===== src/cmd_pkg.sv =====
package cmd_pkg;

    localparam int BYTE_W = 8;

    typedef logic [BYTE_W-1:0] byte_t;

    // controller opcodes
    localparam byte_t OP_SET_LIMIT_LO = 8'h02;
    localparam byte_t OP_SET_LIMIT_HI = 8'h03;
    localparam byte_t OP_CONVERT      = 8'h04;
    localparam byte_t OP_ALARM_EN     = 8'h05;
    localparam byte_t OP_RD_LSB       = 8'h0a;
    localparam byte_t OP_RD_MSB       = 8'h0b;
    localparam byte_t OP_RD_STRING    = 8'h0d;

    // sensor bus opcodes
    localparam byte_t OP_SNS_RST      = 8'h80;
    localparam byte_t OP_SNS_WR       = 8'h81;
    localparam byte_t OP_SNS_RD_LSB   = 8'h82;
    localparam byte_t OP_SNS_RD_MSB   = 8'h83;

    // transmitter buffer depth seen by the reply path
    localparam int TX_CREDITS = 2;
    localparam int CREDIT_W   = $clog2(TX_CREDITS + 1);

endpackage


===== src/temp_pkg.sv =====
package temp_pkg;

    localparam int RAW_W      = 11;
    localparam int SCALED_W   = 21;
    localparam int NUM_DIGITS = 7;
    localparam int BCD_W      = 4;
    localparam int WHOLE_W    = 8;
    localparam int STRING_LEN = 10;
    localparam int STR_IDX_W  = $clog2(STRING_LEN);

    // raw lsb is 1/16 degree, i.e. 625 ten-thousandths
    localparam logic [SCALED_W-1:0] TEMP_SCALE = 21'd625;
    localparam logic [SCALED_W-1:0] DEC_BASE   = 21'd10;
    localparam logic [SCALED_W-1:0] WHOLE_DIV  = 21'd10000;

    typedef logic [BCD_W-1:0]                    bcd_t;
    typedef logic [(NUM_DIGITS+1)*BCD_W-1:0]     temp_bcd_t;
    typedef logic signed [WHOLE_W-1:0]           whole_t;

    localparam bcd_t SIGN_NEG = 4'hf;

    localparam logic [7:0] ASCII_PLUS  = 8'h2b;
    localparam logic [7:0] ASCII_MINUS = 8'h2d;
    localparam logic [7:0] ASCII_DOT   = 8'h2e;
    localparam logic [7:0] ASCII_ZERO  = 8'h30;
    localparam logic [7:0] ASCII_LF    = 8'h0a;

endpackage


===== src/cmd_framer.sv =====
`timescale 1ns/1ns

module cmd_framer import cmd_pkg::*; (
    input  logic  clk,
    input  logic  rst_n,
    input  byte_t rx_byte,
    input  logic  rx_vld,
    output logic  cmd_vld,
    output byte_t cmd_op,
    output byte_t cmd_arg
);

    // low while waiting for the opcode byte
    logic  phase;
    byte_t op_hold;

    always_ff @(posedge clk or negedge rst_n) begin
        if (!rst_n) begin
            phase   <= 1'b0;
            cmd_vld <= 1'b0;
        end else begin
            cmd_vld <= rx_vld && phase;
            if (rx_vld) begin
                phase <= ~phase;
            end
        end
    end

    always_ff @(posedge clk) begin
        if (rx_vld && !phase) begin
            op_hold <= rx_byte;
        end
        if (rx_vld && phase) begin
            cmd_op  <= op_hold;
            cmd_arg <= rx_byte;
        end
    end

endmodule


===== src/sensor_port.sv =====
`timescale 1ns/1ns

module sensor_port import cmd_pkg::*; (
    input  logic  clk,
    input  logic  rst_n,
    input  logic  cmd_vld,
    input  byte_t cmd_op,
    input  byte_t cmd_arg,
    input  logic  sensor_rdy,
    input  byte_t sensor_rdata,
    input  logic  sensor_rdata_vld,
    output logic  sensor_rst,
    output logic  sensor_wr,
    output byte_t sensor_wdata,
    output logic  sensor_rd,
    output byte_t raw_lsb,
    output byte_t raw_msb
);

    typedef enum logic [1:0] {REQ_RST, REQ_WR, REQ_RD} req_e;

    logic pending;
    req_e held_kind;
    req_e new_kind;
    req_e fire_kind;
    logic held_msb;
    logic new_msb;
    logic fire_msb;
    logic is_sns_op;
    logic accept;
    logic fire;
    logic rd_busy;
    logic rd_msb;

    always_comb begin
        is_sns_op = 1'b1;
        new_kind  = REQ_RST;
        new_msb   = 1'b0;
        case (cmd_op)
            OP_SNS_RST:    new_kind = REQ_RST;
            OP_SNS_WR:     new_kind = REQ_WR;
            OP_SNS_RD_LSB: new_kind = REQ_RD;
            OP_SNS_RD_MSB: begin
                new_kind = REQ_RD;
                new_msb  = 1'b1;
            end
            default:       is_sns_op = 1'b0;
        endcase
    end

    // busy drops the command, rdy low parks it
    assign accept    = cmd_vld && is_sns_op && !pending && !rd_busy;
    assign fire      = sensor_rdy && (pending || accept);
    assign fire_kind = pending ? held_kind : new_kind;
    assign fire_msb  = pending ? held_msb : new_msb;

    always_ff @(posedge clk or negedge rst_n) begin
        if (!rst_n) begin
            pending   <= 1'b0;
            held_kind <= REQ_RST;
            held_msb  <= 1'b0;
        end else if (accept && !sensor_rdy) begin
            pending   <= 1'b1;
            held_kind <= new_kind;
            held_msb  <= new_msb;
        end else if (fire) begin
            pending <= 1'b0;
        end
    end

    always_ff @(posedge clk or negedge rst_n) begin
        if (!rst_n) begin
            sensor_rst <= 1'b0;
            sensor_wr  <= 1'b0;
            sensor_rd  <= 1'b0;
        end else begin
            sensor_rst <= fire && (fire_kind == REQ_RST);
            sensor_wr  <= fire && (fire_kind == REQ_WR);
            sensor_rd  <= fire && (fire_kind == REQ_RD);
        end
    end

    always_ff @(posedge clk) begin
        if (accept && new_kind == REQ_WR) begin
            sensor_wdata <= cmd_arg;
        end
    end

    // one read in flight, remember which byte it targets
    always_ff @(posedge clk or negedge rst_n) begin
        if (!rst_n) begin
            rd_busy <= 1'b0;
            rd_msb  <= 1'b0;
            raw_lsb <= '0;
            raw_msb <= '0;
        end else if (fire && fire_kind == REQ_RD) begin
            rd_busy <= 1'b1;
            rd_msb  <= fire_msb;
        end else if (rd_busy && sensor_rdata_vld) begin
            rd_busy <= 1'b0;
            if (rd_msb) begin
                raw_msb <= sensor_rdata;
            end else begin
                raw_lsb <= sensor_rdata;
            end
        end
    end

endmodule


===== src/temp_converter.sv =====
`timescale 1ns/1ns

module temp_converter import cmd_pkg::*, temp_pkg::*; (
    input  logic      clk,
    input  logic      rst_n,
    input  logic      cmd_vld,
    input  byte_t     cmd_op,
    input  byte_t     raw_lsb,
    input  byte_t     raw_msb,
    output temp_bcd_t temp_bcd,
    output whole_t    temp_whole
);

    logic                  neg;
    logic [RAW_W-1:0]      raw_mag;
    logic [RAW_W-1:0]      mag;
    logic [SCALED_W-1:0]   scaled;
    logic [SCALED_W-1:0]   rem;
    logic [SCALED_W-1:0]   whole_mag;
    whole_t                whole_abs;
    bcd_t [NUM_DIGITS-1:0] digit;

    assign neg     = raw_msb[7];
    assign raw_mag = {raw_msb[2:0], raw_lsb};
    assign mag     = neg ? (~raw_mag + 1'b1) : raw_mag;
    // ten-thousandths of a degree
    assign scaled  = mag * TEMP_SCALE;

    // digit 0 is the last fraction digit
    always_comb begin
        rem = scaled;
        for (int i = 0; i < NUM_DIGITS; i++) begin
            digit[i] = bcd_t'(rem % DEC_BASE);
            rem      = rem / DEC_BASE;
        end
    end

    assign whole_mag = scaled / WHOLE_DIV;
    assign whole_abs = whole_t'(whole_mag[WHOLE_W-1:0]);

    always_ff @(posedge clk or negedge rst_n) begin
        if (!rst_n) begin
            temp_bcd   <= '0;
            temp_whole <= '0;
        end else if (cmd_vld && cmd_op == OP_CONVERT) begin
            temp_bcd   <= {(neg ? SIGN_NEG : bcd_t'(0)), digit};
            temp_whole <= neg ? -whole_abs : whole_abs;
        end
    end

endmodule


===== src/alarm_unit.sv =====
`timescale 1ns/1ns

module alarm_unit import cmd_pkg::*, temp_pkg::*; (
    input  logic   clk,
    input  logic   rst_n,
    input  logic   cmd_vld,
    input  byte_t  cmd_op,
    input  byte_t  cmd_arg,
    input  whole_t temp_whole,
    output logic   alarm_n
);

    whole_t limit_lo;
    whole_t limit_hi;
    logic   alarm_en;
    logic   out_of_range;

    always_ff @(posedge clk or negedge rst_n) begin
        if (!rst_n) begin
            limit_lo <= '0;
            limit_hi <= '0;
            alarm_en <= 1'b0;
        end else if (cmd_vld) begin
            case (cmd_op)
                OP_SET_LIMIT_LO: limit_lo <= whole_t'(cmd_arg);
                OP_SET_LIMIT_HI: limit_hi <= whole_t'(cmd_arg);
                OP_ALARM_EN: begin
                    // anything but 0 or 1 leaves the enable alone
                    if (cmd_arg == byte_t'(1)) begin
                        alarm_en <= 1'b1;
                    end else if (cmd_arg == byte_t'(0)) begin
                        alarm_en <= 1'b0;
                    end
                end
                default: ;
            endcase
        end
    end

    assign out_of_range = (temp_whole > limit_hi) || (temp_whole <= limit_lo);

    always_ff @(posedge clk or negedge rst_n) begin
        if (!rst_n) begin
            alarm_n <= 1'b1;
        end else begin
            alarm_n <= !(alarm_en && out_of_range);
        end
    end

endmodule


===== src/reply_unit.sv =====
`timescale 1ns/1ns

module reply_unit import cmd_pkg::*, temp_pkg::*; (
    input  logic      clk,
    input  logic      rst_n,
    input  logic      cmd_vld,
    input  byte_t     cmd_op,
    input  byte_t     raw_lsb,
    input  byte_t     raw_msb,
    input  temp_bcd_t temp_bcd,
    input  logic      tx_credit,
    output byte_t     tx_byte,
    output logic      tx_vld
);

    logic [CREDIT_W-1:0]  credits;
    logic                 busy;
    logic                 mode_str;
    logic [STR_IDX_W-1:0] idx;
    temp_bcd_t            snap;
    byte_t                single;
    logic                 is_reply;
    logic                 new_str;
    byte_t                new_single;
    logic                 start;
    logic                 send;
    logic                 cur_str;
    logic [STR_IDX_W-1:0] cur_idx;
    temp_bcd_t            cur_snap;
    byte_t                cur_single;
    logic                 last;
    byte_t                str_byte;
    int                   pos;

    function automatic byte_t to_ascii(input bcd_t d);
        return byte_t'(ASCII_ZERO + {4'h0, d});
    endfunction

    always_comb begin
        is_reply   = 1'b1;
        new_str    = 1'b0;
        new_single = raw_lsb;
        case (cmd_op)
            OP_RD_LSB:    new_single = raw_lsb;
            OP_RD_MSB:    new_single = raw_msb;
            OP_RD_STRING: new_str = 1'b1;
            default:      is_reply = 1'b0;
        endcase
    end

    // a new reply may go out in the same cycle it is decoded
    assign start      = cmd_vld && is_reply && !busy;
    assign send       = (busy || start) && (credits != '0);
    assign cur_str    = busy ? mode_str : new_str;
    assign cur_idx    = busy ? idx : '0;
    assign cur_snap   = busy ? snap : temp_bcd;
    assign cur_single = busy ? single : new_single;
    assign last       = !cur_str || (cur_idx == STR_IDX_W'(STRING_LEN - 1));

    // sign, hundreds tens units, dot, four fraction digits, LF
    always_comb begin
        pos      = int'(cur_idx);
        str_byte = ASCII_LF;
        if (pos == 0) begin
            str_byte = (cur_snap[NUM_DIGITS*BCD_W +: BCD_W] == SIGN_NEG) ?
                       ASCII_MINUS : ASCII_PLUS;
        end else if (pos <= 3) begin
            str_byte = to_ascii(cur_snap[BCD_W*(7-pos) +: BCD_W]);
        end else if (pos == 4) begin
            str_byte = ASCII_DOT;
        end else if (pos <= 8) begin
            str_byte = to_ascii(cur_snap[BCD_W*(8-pos) +: BCD_W]);
        end
    end

    always_ff @(posedge clk or negedge rst_n) begin
        if (!rst_n) begin
            busy     <= 1'b0;
            mode_str <= 1'b0;
            idx      <= '0;
        end else if (send) begin
            busy     <= !last;
            mode_str <= cur_str;
            idx      <= cur_idx + 1'b1;
        end else if (start) begin
            busy     <= 1'b1;
            mode_str <= new_str;
            idx      <= '0;
        end
    end

    always_ff @(posedge clk) begin
        if (start) begin
            snap   <= temp_bcd;
            single <= new_single;
        end
        if (send) begin
            tx_byte <= cur_str ? str_byte : cur_single;
        end
    end

    always_ff @(posedge clk or negedge rst_n) begin
        if (!rst_n) begin
            tx_vld  <= 1'b0;
            credits <= CREDIT_W'(TX_CREDITS);
        end else begin
            tx_vld <= send;
            case ({send, tx_credit})
                2'b10:   credits <= credits - 1'b1;
                2'b01:   credits <= credits + 1'b1;
                default: credits <= credits;
            endcase
        end
    end

endmodule


===== src/temp_ctrl_top.sv =====
`timescale 1ns/1ns

module temp_ctrl_top import cmd_pkg::*, temp_pkg::*; (
    input  logic      clk,
    input  logic      rst_n,
    input  byte_t     rx_byte,
    input  logic      rx_vld,
    input  logic      sensor_rdy,
    input  byte_t     sensor_rdata,
    input  logic      sensor_rdata_vld,
    input  logic      tx_credit,
    output logic      sensor_rst,
    output logic      sensor_wr,
    output byte_t     sensor_wdata,
    output logic      sensor_rd,
    output byte_t     tx_byte,
    output logic      tx_vld,
    output logic      alarm_n,
    output temp_bcd_t temp_bcd
);

    // shared command bus
    logic   cmd_vld;
    byte_t  cmd_op;
    byte_t  cmd_arg;

    byte_t  raw_lsb;
    byte_t  raw_msb;
    whole_t temp_whole;

    cmd_framer u_framer (
        .clk     (clk),
        .rst_n   (rst_n),
        .rx_byte (rx_byte),
        .rx_vld  (rx_vld),
        .cmd_vld (cmd_vld),
        .cmd_op  (cmd_op),
        .cmd_arg (cmd_arg)
    );

    sensor_port u_sensor (
        .clk              (clk),
        .rst_n            (rst_n),
        .cmd_vld          (cmd_vld),
        .cmd_op           (cmd_op),
        .cmd_arg          (cmd_arg),
        .sensor_rdy       (sensor_rdy),
        .sensor_rdata     (sensor_rdata),
        .sensor_rdata_vld (sensor_rdata_vld),
        .sensor_rst       (sensor_rst),
        .sensor_wr        (sensor_wr),
        .sensor_wdata     (sensor_wdata),
        .sensor_rd        (sensor_rd),
        .raw_lsb          (raw_lsb),
        .raw_msb          (raw_msb)
    );

    temp_converter u_conv (
        .clk        (clk),
        .rst_n      (rst_n),
        .cmd_vld    (cmd_vld),
        .cmd_op     (cmd_op),
        .raw_lsb    (raw_lsb),
        .raw_msb    (raw_msb),
        .temp_bcd   (temp_bcd),
        .temp_whole (temp_whole)
    );

    alarm_unit u_alarm (
        .clk        (clk),
        .rst_n      (rst_n),
        .cmd_vld    (cmd_vld),
        .cmd_op     (cmd_op),
        .cmd_arg    (cmd_arg),
        .temp_whole (temp_whole),
        .alarm_n    (alarm_n)
    );

    reply_unit u_reply (
        .clk       (clk),
        .rst_n     (rst_n),
        .cmd_vld   (cmd_vld),
        .cmd_op    (cmd_op),
        .raw_lsb   (raw_lsb),
        .raw_msb   (raw_msb),
        .temp_bcd  (temp_bcd),
        .tx_credit (tx_credit),
        .tx_byte   (tx_byte),
        .tx_vld    (tx_vld)
    );

endmodule


===== config.mk =====
export PLATFORM = sky130hd
export DESIGN_NAME = temp_ctrl_top
export DESIGN_NICKNAME = d
export VERILOG_FILES = /design/src/cmd_pkg.sv /design/src/temp_pkg.sv /design/src/cmd_framer.sv /design/src/sensor_port.sv /design/src/temp_converter.sv /design/src/alarm_unit.sv /design/src/reply_unit.sv /design/src/temp_ctrl_top.sv
export SDC_FILE = /design/constraint.sdc
export NUM_CORES = 1
export LEC_CHECK = 0
export BUFFER_PORTS_ARGS = -buffer_cell sky130_fd_sc_hd__clkbuf_2
export CORE_MARGIN = 4
export CORE_UTILIZATION = 30
export CTS_BUF_LIST = sky130_fd_sc_hd__clkbuf_8
export CTS_CLUSTER_SIZE = 12
export DETAILED_ROUTE_END_ITERATION = 6
export PLACE_DENSITY = 0.54
export SYNTH_ARGS = -nofsm -noshare
export SYNTH_HDL_FRONTEND = slang
export SYNTH_SLANG_ARGS = --single-unit

===== constraint.sdc =====
create_clock -name clk -period 56.6 [get_ports clk]
set_clock_uncertainty 0.2 [all_clocks]
set_input_delay 8.49 -clock clk [delete_from_list [all_inputs] [get_ports clk]]
set_output_delay 8.49 -clock clk [all_outputs]
set_load 0.02 [all_outputs]

======== Word level (Yosys, flattened, before mapping) ========
Cells that the tools add are included.
storage, ports and cells
  flip-flop bits (word level) ............. 174
  latch bits .............................. 0
  memory bits (writable) .................. 0
  memory bits (read-only) ................. 0
  input port bits ......................... 22
  output and inout port bits .............. 53
  logic and storage cells ................. 164
  memories kept ........................... 0
cells by class
  add/subtract/negate cells ............... 9
  multipliers ............................. 1
  divide/modulo/power cells ............... 14
  magnitude comparators ................... 4
  equal/unequal tests ..................... 20
  shift-type cells ........................ 2
  muxes and demuxes ....................... 34
  bitwise logic cells ..................... 4
  reduce and logical (&&, ||, !) cells .... 46
operators with widths
  operator                                                               number
  21-bit by 4-bit modulo with 21-bit output, second input constant       7
  21-bit by 4-bit divider with 21-bit output, second input constant      6
  8-bit two-way mux                                                      8
  32-bit by 32-bit variable part select with 4-bit output                2
  8-bit equality test, second input constant                             4
  32-bit two-way mux                                                     1
  8-bit by 4-bit equality test with 1-bit output, second input constant  3
  21-bit by 14-bit divider with 21-bit output, second input constant     1
  11-bit by 10-bit multiplier with 21-bit output, second input constant  1
  1-bit logical AND                                                      17
  8-bit by 2-bit equality test with 1-bit output, second input constant  2
  8-bit by 3-bit equality test with 1-bit output, second input constant  2
  1-bit two-way mux                                                      16
  4-bit two-way mux                                                      4
  6-bit by 4-bit adder with 7-bit output, first input constant           2
  4-bit equality test, second input constant                             3
  2-bit nonzero test                                                     6
  11-bit by 1-bit adder with 11-bit output, second input constant        1
  11-bit two-way mux                                                     1
  11-bit inverter                                                        1
  3-bit AND reduction                                                    3
  8-bit by 1-bit equality test with 1-bit output, second input constant  1
  8-bit greater-than comparator                                          1
  8-bit less-or-equal comparator                                         1
  23 further kinds                                                       40

======== Depth between registers and ports, before layout ========
Gate-level depths: netlist of the first run.
  word-level depth ........................ 11
  mapped depth ............................ 93
  depth with buffers taken out ............ 80

======== Cells and area by module ========
A second synthesis of the first run with hierarchy kept.
unflattened totals
  cells, all modules ...................... 3235
  area total of the unflattened synthesis .. 25172.9 um^2
by module, submodules not included
  module          instances  cells each  area an instance (um^2)  seq. area each (um^2)
  temp_converter  1          2816        19177.1                  900.9
  reply_unit      1          197         2718.9                   1667.8
  sensor_port     1          87          1308.8                   865.8
  alarm_unit      1          106         1172.4                   451.7
  cmd_framer      1          29          795.8                    770.7

======== Worst setup path before layout of the first run ========
No wires, ideal clock.
  path kind ............................... register -> register
  from .................................... reg u_sensor.raw_lsb[0]
  to ...................................... reg u_conv.temp_bcd[23]
  library setup time ...................... 0.129 ns
  arrival ................................. 20.180 ns
  required time ........................... 56.271 ns
  setup slack ............................. 36.091 ns
  stages on the path, launching flop included .. 85
  buffers on the path ..................... 5
  clock period less this slack ............ 20.509 ns
  cell sequence ........................... dfrtp_1 > inv_1 > ha_1 > nor2b_1 > nand2_1 > nand2_1 > xnor2_1 > fa_1 > ha_1 > inv_1 > fa_1 > inv_1 > ha_1 > inv_1 > fa_1 > inv_1 > ha_1 > clkbuf_1 > [... 49 more ...] > nand4_2 > nor2_2 > o21a_1 > or3_1 > nand2b_1 > xnor2_1 > ha_1 > nor2_1 > nand2_1 > a221oi_1 > o21bai_1 > a21oi_1 > o311ai_2 > a21oi_1 > o41ai_2 > and2b_1 > xnor2_1 > o21ai_1
on the way
  cells in the longest elaborated chain, start to end .. 10
RTL lines
  what                                                         line                  text
  start, declared                                              sensor_port.sv:16     output byte_t raw_lsb,
  start signal, assigned                                       sensor_port.sv:104    raw_lsb <= sensor_rdata;
  11-bit inverter                                              temp_converter.sv:25  assign mag = neg ? (~raw_mag + 1'b1) : raw_mag;
  11-bit by 1-bit adder with 11-bit output                     temp_converter.sv:25
  11-bit two-way mux (*)                                       temp_converter.sv:25
  11-bit by 10-bit multiplier with 21-bit output (*)           temp_converter.sv:27  assign scaled = mag * TEMP_SCALE;
  21-bit by 4-bit divider with 21-bit output (*) (5 in a row)  temp_converter.sv:34  rem = rem / DEC_BASE;
  21-bit by 4-bit modulo with 21-bit output (*)                temp_converter.sv:33  digit[i] = bcd_t'(rem % DEC_BASE);
  end signal, assigned                                         temp_converter.sv:46  temp_bcd <= {(neg ? SIGN_NEG : bcd_t'(0)), digit};
  end, declared                                                temp_converter.sv:10  output temp_bcd_t temp_bcd,
Every way passes the cells marked *; elsewhere a longest branch is shown, timed or not.
A chain may end at the register's enable or synchronous reset.

======== Final worst setup path of the first run ========
Same ends and word-level chain as after synthesis.

==> results of run 1 <==
-- metal layers --
layer / GRT usage [%] / wire, um / up-vias
li1: - / - / 10900
met1: 24.6 / 34000 / 10600
met4: 3.20 / 1170 / 0
met2: 28.4 / 32800 / 660
met3: 1.44 / 3410 / 97
met5: 0 / 0 / -
-- final timing paths --
kind                                       end  slack, ns  depth (start not counted)
setup / recovery           u_conv.temp_bcd[23]      30.73                         71
hold / removal              u_framer.cmd_op[4]       0.23                          0
setup reg to reg           u_conv.temp_bcd[23]      30.73                         71
hold reg to reg             u_framer.cmd_op[4]       0.23                          0
max in group asynchronous  u_conv.temp_bcd[11]      47.30                          2
min in group asynchronous   u_sensor.sensor_rd       7.79                          1
-- logic make-up (layout without fill, tap and decap cells) --
family | after synthesis | count (layout) | share of synthesized area (%)
and+or+nand+nor | 1103 | 1103 | 24.4
buffers and inverters | 283 | 284 | 5.01
other | 1 | 1 | 0.0165
AOI/OAI and AO/OA | 892 | 892 | 28.4
DFF | 166 | 166 | 20.0
adders and majority gates | 122 | 122 | 7.26
xor gates and xnor gates | 250 | 250 | 9.83
muxes | 102 | 102 | 5.11
-- synthesized netlist by cell type, types with 76 or more instances --
cell type                  number  area, um2
sky130_fd_sc_hd__dfrtp_1       88       2200
sky130_fd_sc_hd__nor3_1       111        556
sky130_fd_sc_hd__edfxtp_1      76       2280
sky130_fd_sc_hd__nor2_1       248        931
sky130_fd_sc_hd__a21oi_1      175        876
sky130_fd_sc_hd__nand3_1       94        470
sky130_fd_sc_hd__nand2_1      286       1070
sky130_fd_sc_hd__inv_1        131        492
sky130_fd_sc_hd__o21ai_0      155        776
sky130_fd_sc_hd__xnor2_1      189       1660
sky130_fd_sc_hd__ha_1          93       1160
sky130_fd_sc_hd__clkbuf_1     108        405
-- state kept, by name, indices dropped and copies added (netlist names), 2 cells and up --
name and flops:
u_conv.temp_whole 8, u_alarm.limit_hi 8, u_conv.temp_bcd 28, u_framer.cmd_op 8, u_reply.single 8, u_reply.idx 4
u_reply.snap 28, u_framer.op_hold 8, u_sensor.raw_msb 8, u_sensor.sensor_wdata 8, u_alarm.limit_lo 8, u_reply.tx_byte 8
u_sensor.raw_lsb 8, u_reply.credits 2, u_framer.cmd_arg 8, u_sensor.held_kind 2
-- area by class of cell --
type	instances	area, um2
Clock buffer	17	234
Fill cell	7956	50300
Sequential cell	166	4540
Inverter	138	518
Clock inverter	15	179
Multi-Input combinational cell	2470	17000
Timing Repair Buffer	114	676
Tap cell	969	1210
-- metrics by stage --
step	utilization (%)	hold WS, ns
after floorplan	-	0.189
after global placement	32.1	0.201
after detailed placement	32.1	0.205
after CTS	32.6	0.229
after global routing	32.6	0.248
final	32.6	0.227
-- worst max-delay path, delay by kind of cell (launching register included) --
family          cells  cell delay [ns]
simple gates       19             6.87
buf+inv             5             0.96
xor+xnor            8             3.46
compound gates     32            11.26
flops               1             0.48
fa+ha+maj           7             2.46
==> results.md, run 1 <==
- The flow ran to the end, and the final reports show no timing, DRC or antenna violations.
- The async set-reset flop share out of synthesis is 54.2%.
- The path class of the lowest-slack min-delay path is reg -> reg.
- In this run the cell area measured after placement is 24,000 um2.
- Once detail routing completed, the nets flagged for antenna violations numbered 0.
- Synthesis handed over a netlist of 2,919 instances.
- The max-slew violation count is 0.
- On the worst path, the slowest cell contributes a delay of roughly 0.81 ns.
- Setup repair after global routing left no endpoint under its margin.
- After synthesis the cells add up to 22,700 um2.
- Clock latency on the worst-skew pair, taken at its later pin, is 0.46 ns.
- The synthesis-stage register bit count is 166.
- The global-route wire length before repair is 114 mm.
- The smallest clock period supported by the final layout is computed as 25.87 ns.
- Leaving out fill and tap cells, the most frequent cell in the layout is sky130_fd_sc_hd__nand2_1.
- Yosys printed 0 warnings.
- The most critical setup path has its startpoint at u_sensor.raw_lsb[0].
- The number of instances in the placed design is 3,857.
- The number of H-tree levels is 4.
- Post-CTS repair changed the size of 0 cells.
- Global routing finished with a remaining overflow of 0.
- The pre-CTS worst setup slack is between 30 and 40 ns.
- The number of buffers added by the clock tree synthesis step is 17.
- The number of violations of the max-capacitance limit is 0.
- After clock tree synthesis, the clock-pin slew on the worst setup and hold paths is approximately 0.11 ns.
- The initial core utilization is 30.3%.
- The total half-perimeter wirelength after legalization and detailed placement is 55.2 mm.
- The final instance area is 24,400 um2.
- Derived from the worst setup path, the maximum achievable clock frequency is roughly 39 MHz.
- The total inserted antenna cells is 0.
- The post-route DRC violation count is 0.
- The buffers inserted during post-CTS setup optimization is 0.
- The sum of negative setup slack is 0 ns.
- The routability congestion estimate from global placement is 0.917.
- STA puts the critical path data arrival time at 26.01 ns.
- Counting every net in the synthesized netlist gives 3,053.
- The critical path launch point type is a flip-flop.
- The initial antenna violation count is 0.
- In this run, post-CTS hold repair placed 0 buffers.
- The final number of setup-violating endpoints is 0.
- The main flop type after synthesis is sky130_fd_sc_hd__dfrtp_1.
- The cell at the root of the clock tree is sky130_fd_sc_hd__clkbuf_8.
- The die covers roughly 80,000 um2.
- The final layout contains about 3,000 nets.
- The count of cells in the finished layout, fillers not included, comes to 3,889.
- The number of primary I/O pins is 75.
- The critical setup path kind is reg -> reg.
- The final count of hold timing violations is 0.
- The ratio of cells with drive above 1 in the final layout is 11.8%.
- The die extent in x is around 280 um.
- Once routing completed, OpenROAD measured the worst setup slack at 30.73 ns.
- After detailed routing, the average wire length per cell comes to 18.4 um.
- Dividing the final minimum period by the clock period gives between 40% and 50%.
- In this run the most critical hold path is launched from u_framer.op_hold[4].
- At the pin with the least slew margin, the transition time is 1.08 ns.
- The number of clock sinks is 166.
- The TritonCTS clock tree is built.
- Entering global routing, the biggest net connects 69 pins.
- The cell type with the highest occurrence count on the critical path is sky130_fd_sc_hd__xnor2_1.
- In this run the deepest clock path goes through 2 buffers.
- Averaged over all synthesized cells, the footprint is a little under 8 um2.
- The number of enable-type register cells in the synthesized netlist is between 70 and 80.
- After floorplanning, the core was sized to cover around 75,000 um2.
- The highest net fanout along the worst path is 22.
- The row count is 100.
- The total routing usage reported by global routing is between 15 and 20%.
- The die boundary height is roughly 280 um.
- The required time of the critical path is 56.74 ns.
- The iteration count of the initial detailed-routing pass is 6.
- The DRC marker count from the first detailed-route iteration is 1,805.
- The via count is 22,200.
- The worst slew margin relative to its limit is 28.3%.
- The share of synthesized area occupied by flip-flops and latches is 20.0%.
- Among all stages on the critical path, the largest delay is contributed by sky130_fd_sc_hd__xnor2_1.
- The growth of design area from synthesis to finish is 7.63%.
- The startpoint of the worst register-to-register path is u_sensor.raw_lsb[0].
- STA classifies the critical path endpoint as a flip-flop.
- Buffers placed on the I/O ports in this run total 73.
- The mean number of vias per cell is 5.72.
- The routed design has 71.4 mm of wire.
- The number of global-route vias before repair is slightly above 20,000.
- The netlist uses 130 different library cells.
- Leaving out fill and tap cells, the most frequent cells in the layout are sky130_fd_sc_hd__nand2_1 (285), sky130_fd_sc_hd__nor2_1 (248), sky130_fd_sc_hd__xnor2_1 (188).
Power of run 1 is left out: the tool's default activity adds up to more than one toggle a clock period on the data nets, which glitch-free logic cannot reach.
==> inputs of run 2 (changes only) <==
Settings changed: ABC_AREA from default to 1.
Clock period 56.6 ns to 26.8 ns, I/O delays scaled along.
==> run 2 against run 1 <==
Effect of this change: largest cell class unchanged; wire length shrank 12%; critical path type unchanged; final cell count rose by 11%; critical endpoint unchanged; synthesized area fell by 1.4%.
==> results.md, run 2 <==
- The startpoint of the worst register-to-register path is u_sensor.raw_lsb[0] (unchanged).
- The main flop type after synthesis is sky130_fd_sc_hd__dfrtp_1 (unchanged).
- The post-cts resize count is 0 (unchanged).
- The gate count of the mapped netlist is 3,295 (was 2,919).
- The clock insertion delay at the later pin of the skew report is 0.47 ns (was 0.46 ns).
- The routability congestion estimate from global placement is 0.874 (was 0.917).
- The count of input and output buffers was 73 (unchanged).
- The global-route congestion overflow total is 0 (unchanged).
- The post-CTS clock slew at the launch and capture registers of the worst setup and hold paths was 0.10 ns (was 0.11 ns).
- The final number of setup-violating endpoints came to 0 (unchanged).
- The leading cell type in the layout, fill and taps excluded is sky130_fd_sc_hd__nand2_1 (unchanged).
- The synthesized area per cell was 6.78 um2 (was 7.76 um2).
- The worst slew margin relative to its limit is 26.5% (was 28.3%).
- The top-area cell type share of the netlist area is 13.0% (was 10.1%).
- The row count is 99 (was 100).
- The buffers inserted during post-CTS setup optimization is 0 (unchanged).
- The post-layout net count is 3,475 (was 3,041).
- The count of hold-fix buffers inserted at cts came to 0 (unchanged).
- The combined area of all synthesized cells came to 22,300 um2 (was 22,700 um2).
- The cell type with the highest occurrence count on the critical path is sky130_fd_sc_hd__nand2_1 (was sky130_fd_sc_hd__xnor2_1).
- The arrival time of the worst setup path is 22.36 ns (was 26.01 ns).
- The growth of design area from synthesis to finish is 6.89% (was 7.63%).
- The number of H-tree levels was 4 (unchanged).
- The async set-reset flop share out of synthesis is 54.2% (unchanged).
- The total core area came to 73,300 um2 (was 74,700 um2).
- The number of clock sinks is 166 (unchanged).
- The highest clock frequency the design can meet is 45.1 MHz (was 38.7 MHz).
- The ratio of cells with drive above 1 in the final layout is 18.1% (was 11.8%).
- The initial antenna violation count came to 0 (unchanged).
- The TritonCTS clock tree is built (unchanged).
- The capture point of the critical path is u_conv.temp_bcd[23] (unchanged).
- The number of primary I/O pins is 75 (unchanged).
- The total length of routed wires came to 62.8 mm (was 71.4 mm).
- The number of buffers added by the clock tree synthesis step was 17 (unchanged).
- The master of the slowest instance on the critical path was sky130_fd_sc_hd__nand4_1 (was sky130_fd_sc_hd__xnor2_1).
- The sum of negative setup slack is 0 ns (unchanged).
- The post-route DRC violation count is 0 (unchanged).
- Cell types with the largest area share after synthesis: sky130_fd_sc_hd__nand2_1 (13%), sky130_fd_sc_hd__edfxtp_1 (10%), sky130_fd_sc_hd__dfrtp_1 (9.9%) (was sky130_fd_sc_hd__edfxtp_1 (10%), sky130_fd_sc_hd__dfrtp_1 (9.7%), sky130_fd_sc_hd__xnor2_1 (7.3%)).
- Status: complete, no violations (unchanged).
- Unrepaired setup endpoints after global routing: no (unchanged).
- The path class of the lowest-slack min-delay path is reg -> reg (unchanged).
- The count of antenna-violating nets left after detailed routing is 0 (unchanged).
- The required time of the critical path came to 26.97 ns (was 56.74 ns).
- Commonest cells in the netlist: sky130_fd_sc_hd__nand2_1 (774), sky130_fd_sc_hd__inv_1 (458), sky130_fd_sc_hd__nor2_1 (304) (was sky130_fd_sc_hd__nand2_1 (286), sky130_fd_sc_hd__nor2_1 (248), sky130_fd_sc_hd__xnor2_1 (189)).
- The final count of hold timing violations is 0 (unchanged).
- The number of global-route vias before repair is 19,400 (was 20,600).
- The maximum count of clock buffers along a single path came to 2 (unchanged).
- The length of routed met2 wiring is 29.3 mm (was 32.8 mm).
- The critical path launch point type is a flip-flop (unchanged).
- The per-cell routed wire length is 14.6 um (was 18.4 um).
- The number of violations of the max-capacitance limit is 0 (unchanged).
- The cell taking the most area after synthesis is sky130_fd_sc_hd__nand2_1 (was sky130_fd_sc_hd__edfxtp_1).
- The total routing usage reported by global routing came to 15.8% (was 17.1%).
- The largest net degree at the start of global routing is 48 (was 69).
- The top routing layer in use is met4 (unchanged).
- The initial core utilization was 30.5% (was 30.3%).
- The DRC marker count from the first detailed-route iteration is 1,351 (was 1,805).
- The die boundary height is 281 um (was 283 um).
- The wire length on met1 is 30.7 mm (was 34.0 mm).
- The count of unique library cells instantiated by Yosys was 85 (was 130).
- The mean number of vias per cell is 4.73 (was 5.72).
- The synthesis-stage register bit count is 166 (unchanged).
- The portion of the clock cycle consumed by the worst path in the final layout is 82.8% (was 45.7%).
- The slack of the worst reg-to-reg path is 4.61 ns (was 30.73 ns).
- The global-route wire length before repair is 103 mm (was 114 mm).
- The iteration count of the initial detailed-routing pass is 5 (was 6).
- The full die area was 78,900 um2 (was 80,000 um2).
- The total inserted antenna cells is 0 (unchanged).
- The type of element capturing the critical path is a flip-flop (unchanged).
- The reg-to-reg critical path endpoint is u_conv.temp_bcd[23] (unchanged).
- The total half-perimeter wirelength after legalization and detailed placement is 52.0 mm (was 55.2 mm).
- The number of synthesis warnings is 0 (unchanged).
- The number of fillers in the final layout is 8,085 (was 7,956).
- The number of nets produced by synthesis was 3,429 (was 3,053).
- The highest net fanout along the worst path came to 21 (was 22).
- The critical setup path kind is reg -> reg (unchanged).
- The die extent in x came to 281 um (was 283 um).
- The most frequently used cell type in the post-synthesis netlist is sky130_fd_sc_hd__nand2_1 (unchanged).
- Most frequent cells in the layout: sky130_fd_sc_hd__nand2_1 (774), sky130_fd_sc_hd__inv_1 (458), sky130_fd_sc_hd__nor2_1 (303) (was sky130_fd_sc_hd__nand2_1 (285), sky130_fd_sc_hd__nor2_1 (248), sky130_fd_sc_hd__xnor2_1 (188)).
- The routed length on met3 is 1.71 mm (was 3.41 mm).
- The via count is 20,400 (was 22,200).
- The biggest cell delay along the critical path is 0.56 ns (was 0.81 ns).
- The launching element of the worst setup path is u_sensor.raw_lsb[0] (unchanged).
- The max-slew violation count is 0 (unchanged).
- The transition at the pin with the smallest max-transition slack is 1.10 ns (was 1.08 ns).
- The post-route minimum period was 22.19 ns (was 25.87 ns).
- The share of synthesized area occupied by flip-flops and latches is 20.3% (was 20.0%).
- The cell at the root of the clock tree is sky130_fd_sc_hd__clkbuf_8 (unchanged).
- The depth of the worst register-to-register path is 142 (was 71).
- The number of enable-type register cells in the synthesized netlist is 76 (unchanged).
- Largest registers: u_conv.temp_bcd (28), u_reply.snap (28) (unchanged).
==> run 2: area by class of cell <==
cell class	count	area [um2]	share of cell area [%]
Sequential cell	166	4540	19.0
Tap cell	959	1200	5.02
Clock inverter	15	194	0.812
Multi-Input combinational cell	2537	15200	63.6
Inverter	532	2060	8.61
Clock buffer	17	234	0.980
Timing Repair Buffer	87	473	1.98
==> run 2: kinds of logic after synthesis <==
logic type      after synthesis  share of synthesized area (%)
fa+ha+maj                   112                           6.91
xor+xnor                    176                           7.12
flops                       166                           20.3
simple gates               1862                           43.6
mux                           1                         0.0448
compound gates              385                           10.3
other cells                   1                         0.0168
buf+inv                     592                           11.8
==> run 2: how the worst min path moves through the flow <==
stage	slack, ns	cells past startpoint	startpoint	endpoint
finish	0.22	1	u_alarm.alarm_en	u_alarm.alarm_n
global route	0.23	0	u_framer.op_hold[5]	u_framer.cmd_op[5]
CTS	0.22	1	u_alarm.alarm_en	u_alarm.alarm_n
detailed placement	0.21	0	u_framer.op_hold[4]	u_framer.cmd_op[4]
global placement	0.19	1	u_alarm.alarm_en	u_alarm.alarm_n
floorplan	0.18	1	u_alarm.alarm_en	u_alarm.alarm_n
==> run 2: worst max-delay path: cells and delay by family (launching register included) <==
kind / cells / cell delay, ns
DFF: 1 / 0.47
buffers and inverters: 18 / 1.74
adders and majority gates: 8 / 2.79
AOI/OAI and AO/OA: 6 / 1.23
and+or+nand+nor: 107 / 14.47
xor gates and xnor gates: 3 / 1.12
==> run 2: metrics by stage <==
stage	cells	utilization [%]	hold slack [ns]	worst slack, ns	area, um2
2_1_floorplan	3295	-	0.175	9.85	22300
3_3_place_gp	4281	32.0	0.191	4.93	23500
3_5_place_dp	4281	32.0	0.205	4.57	23500
4_1_cts	4313	32.6	0.221	4.44	23900
5_1_grt	4313	32.6	0.232	2.11	23900
6_report	4313	32.6	0.223	4.61	23900
==> run 2: metal layers <==
| metal | up-vias | global-route usage [%] |
|---|---|---|
| met5 | - | 0 |
| met4 | 0 | 3.57 |
| met3 | 56 | 1.03 |
| met2 | 334 | 26.8 |
| met1 | 9321 | 22.0 |
| li1 | 10700 | - |
Power of run 2 is left out for the same reason.
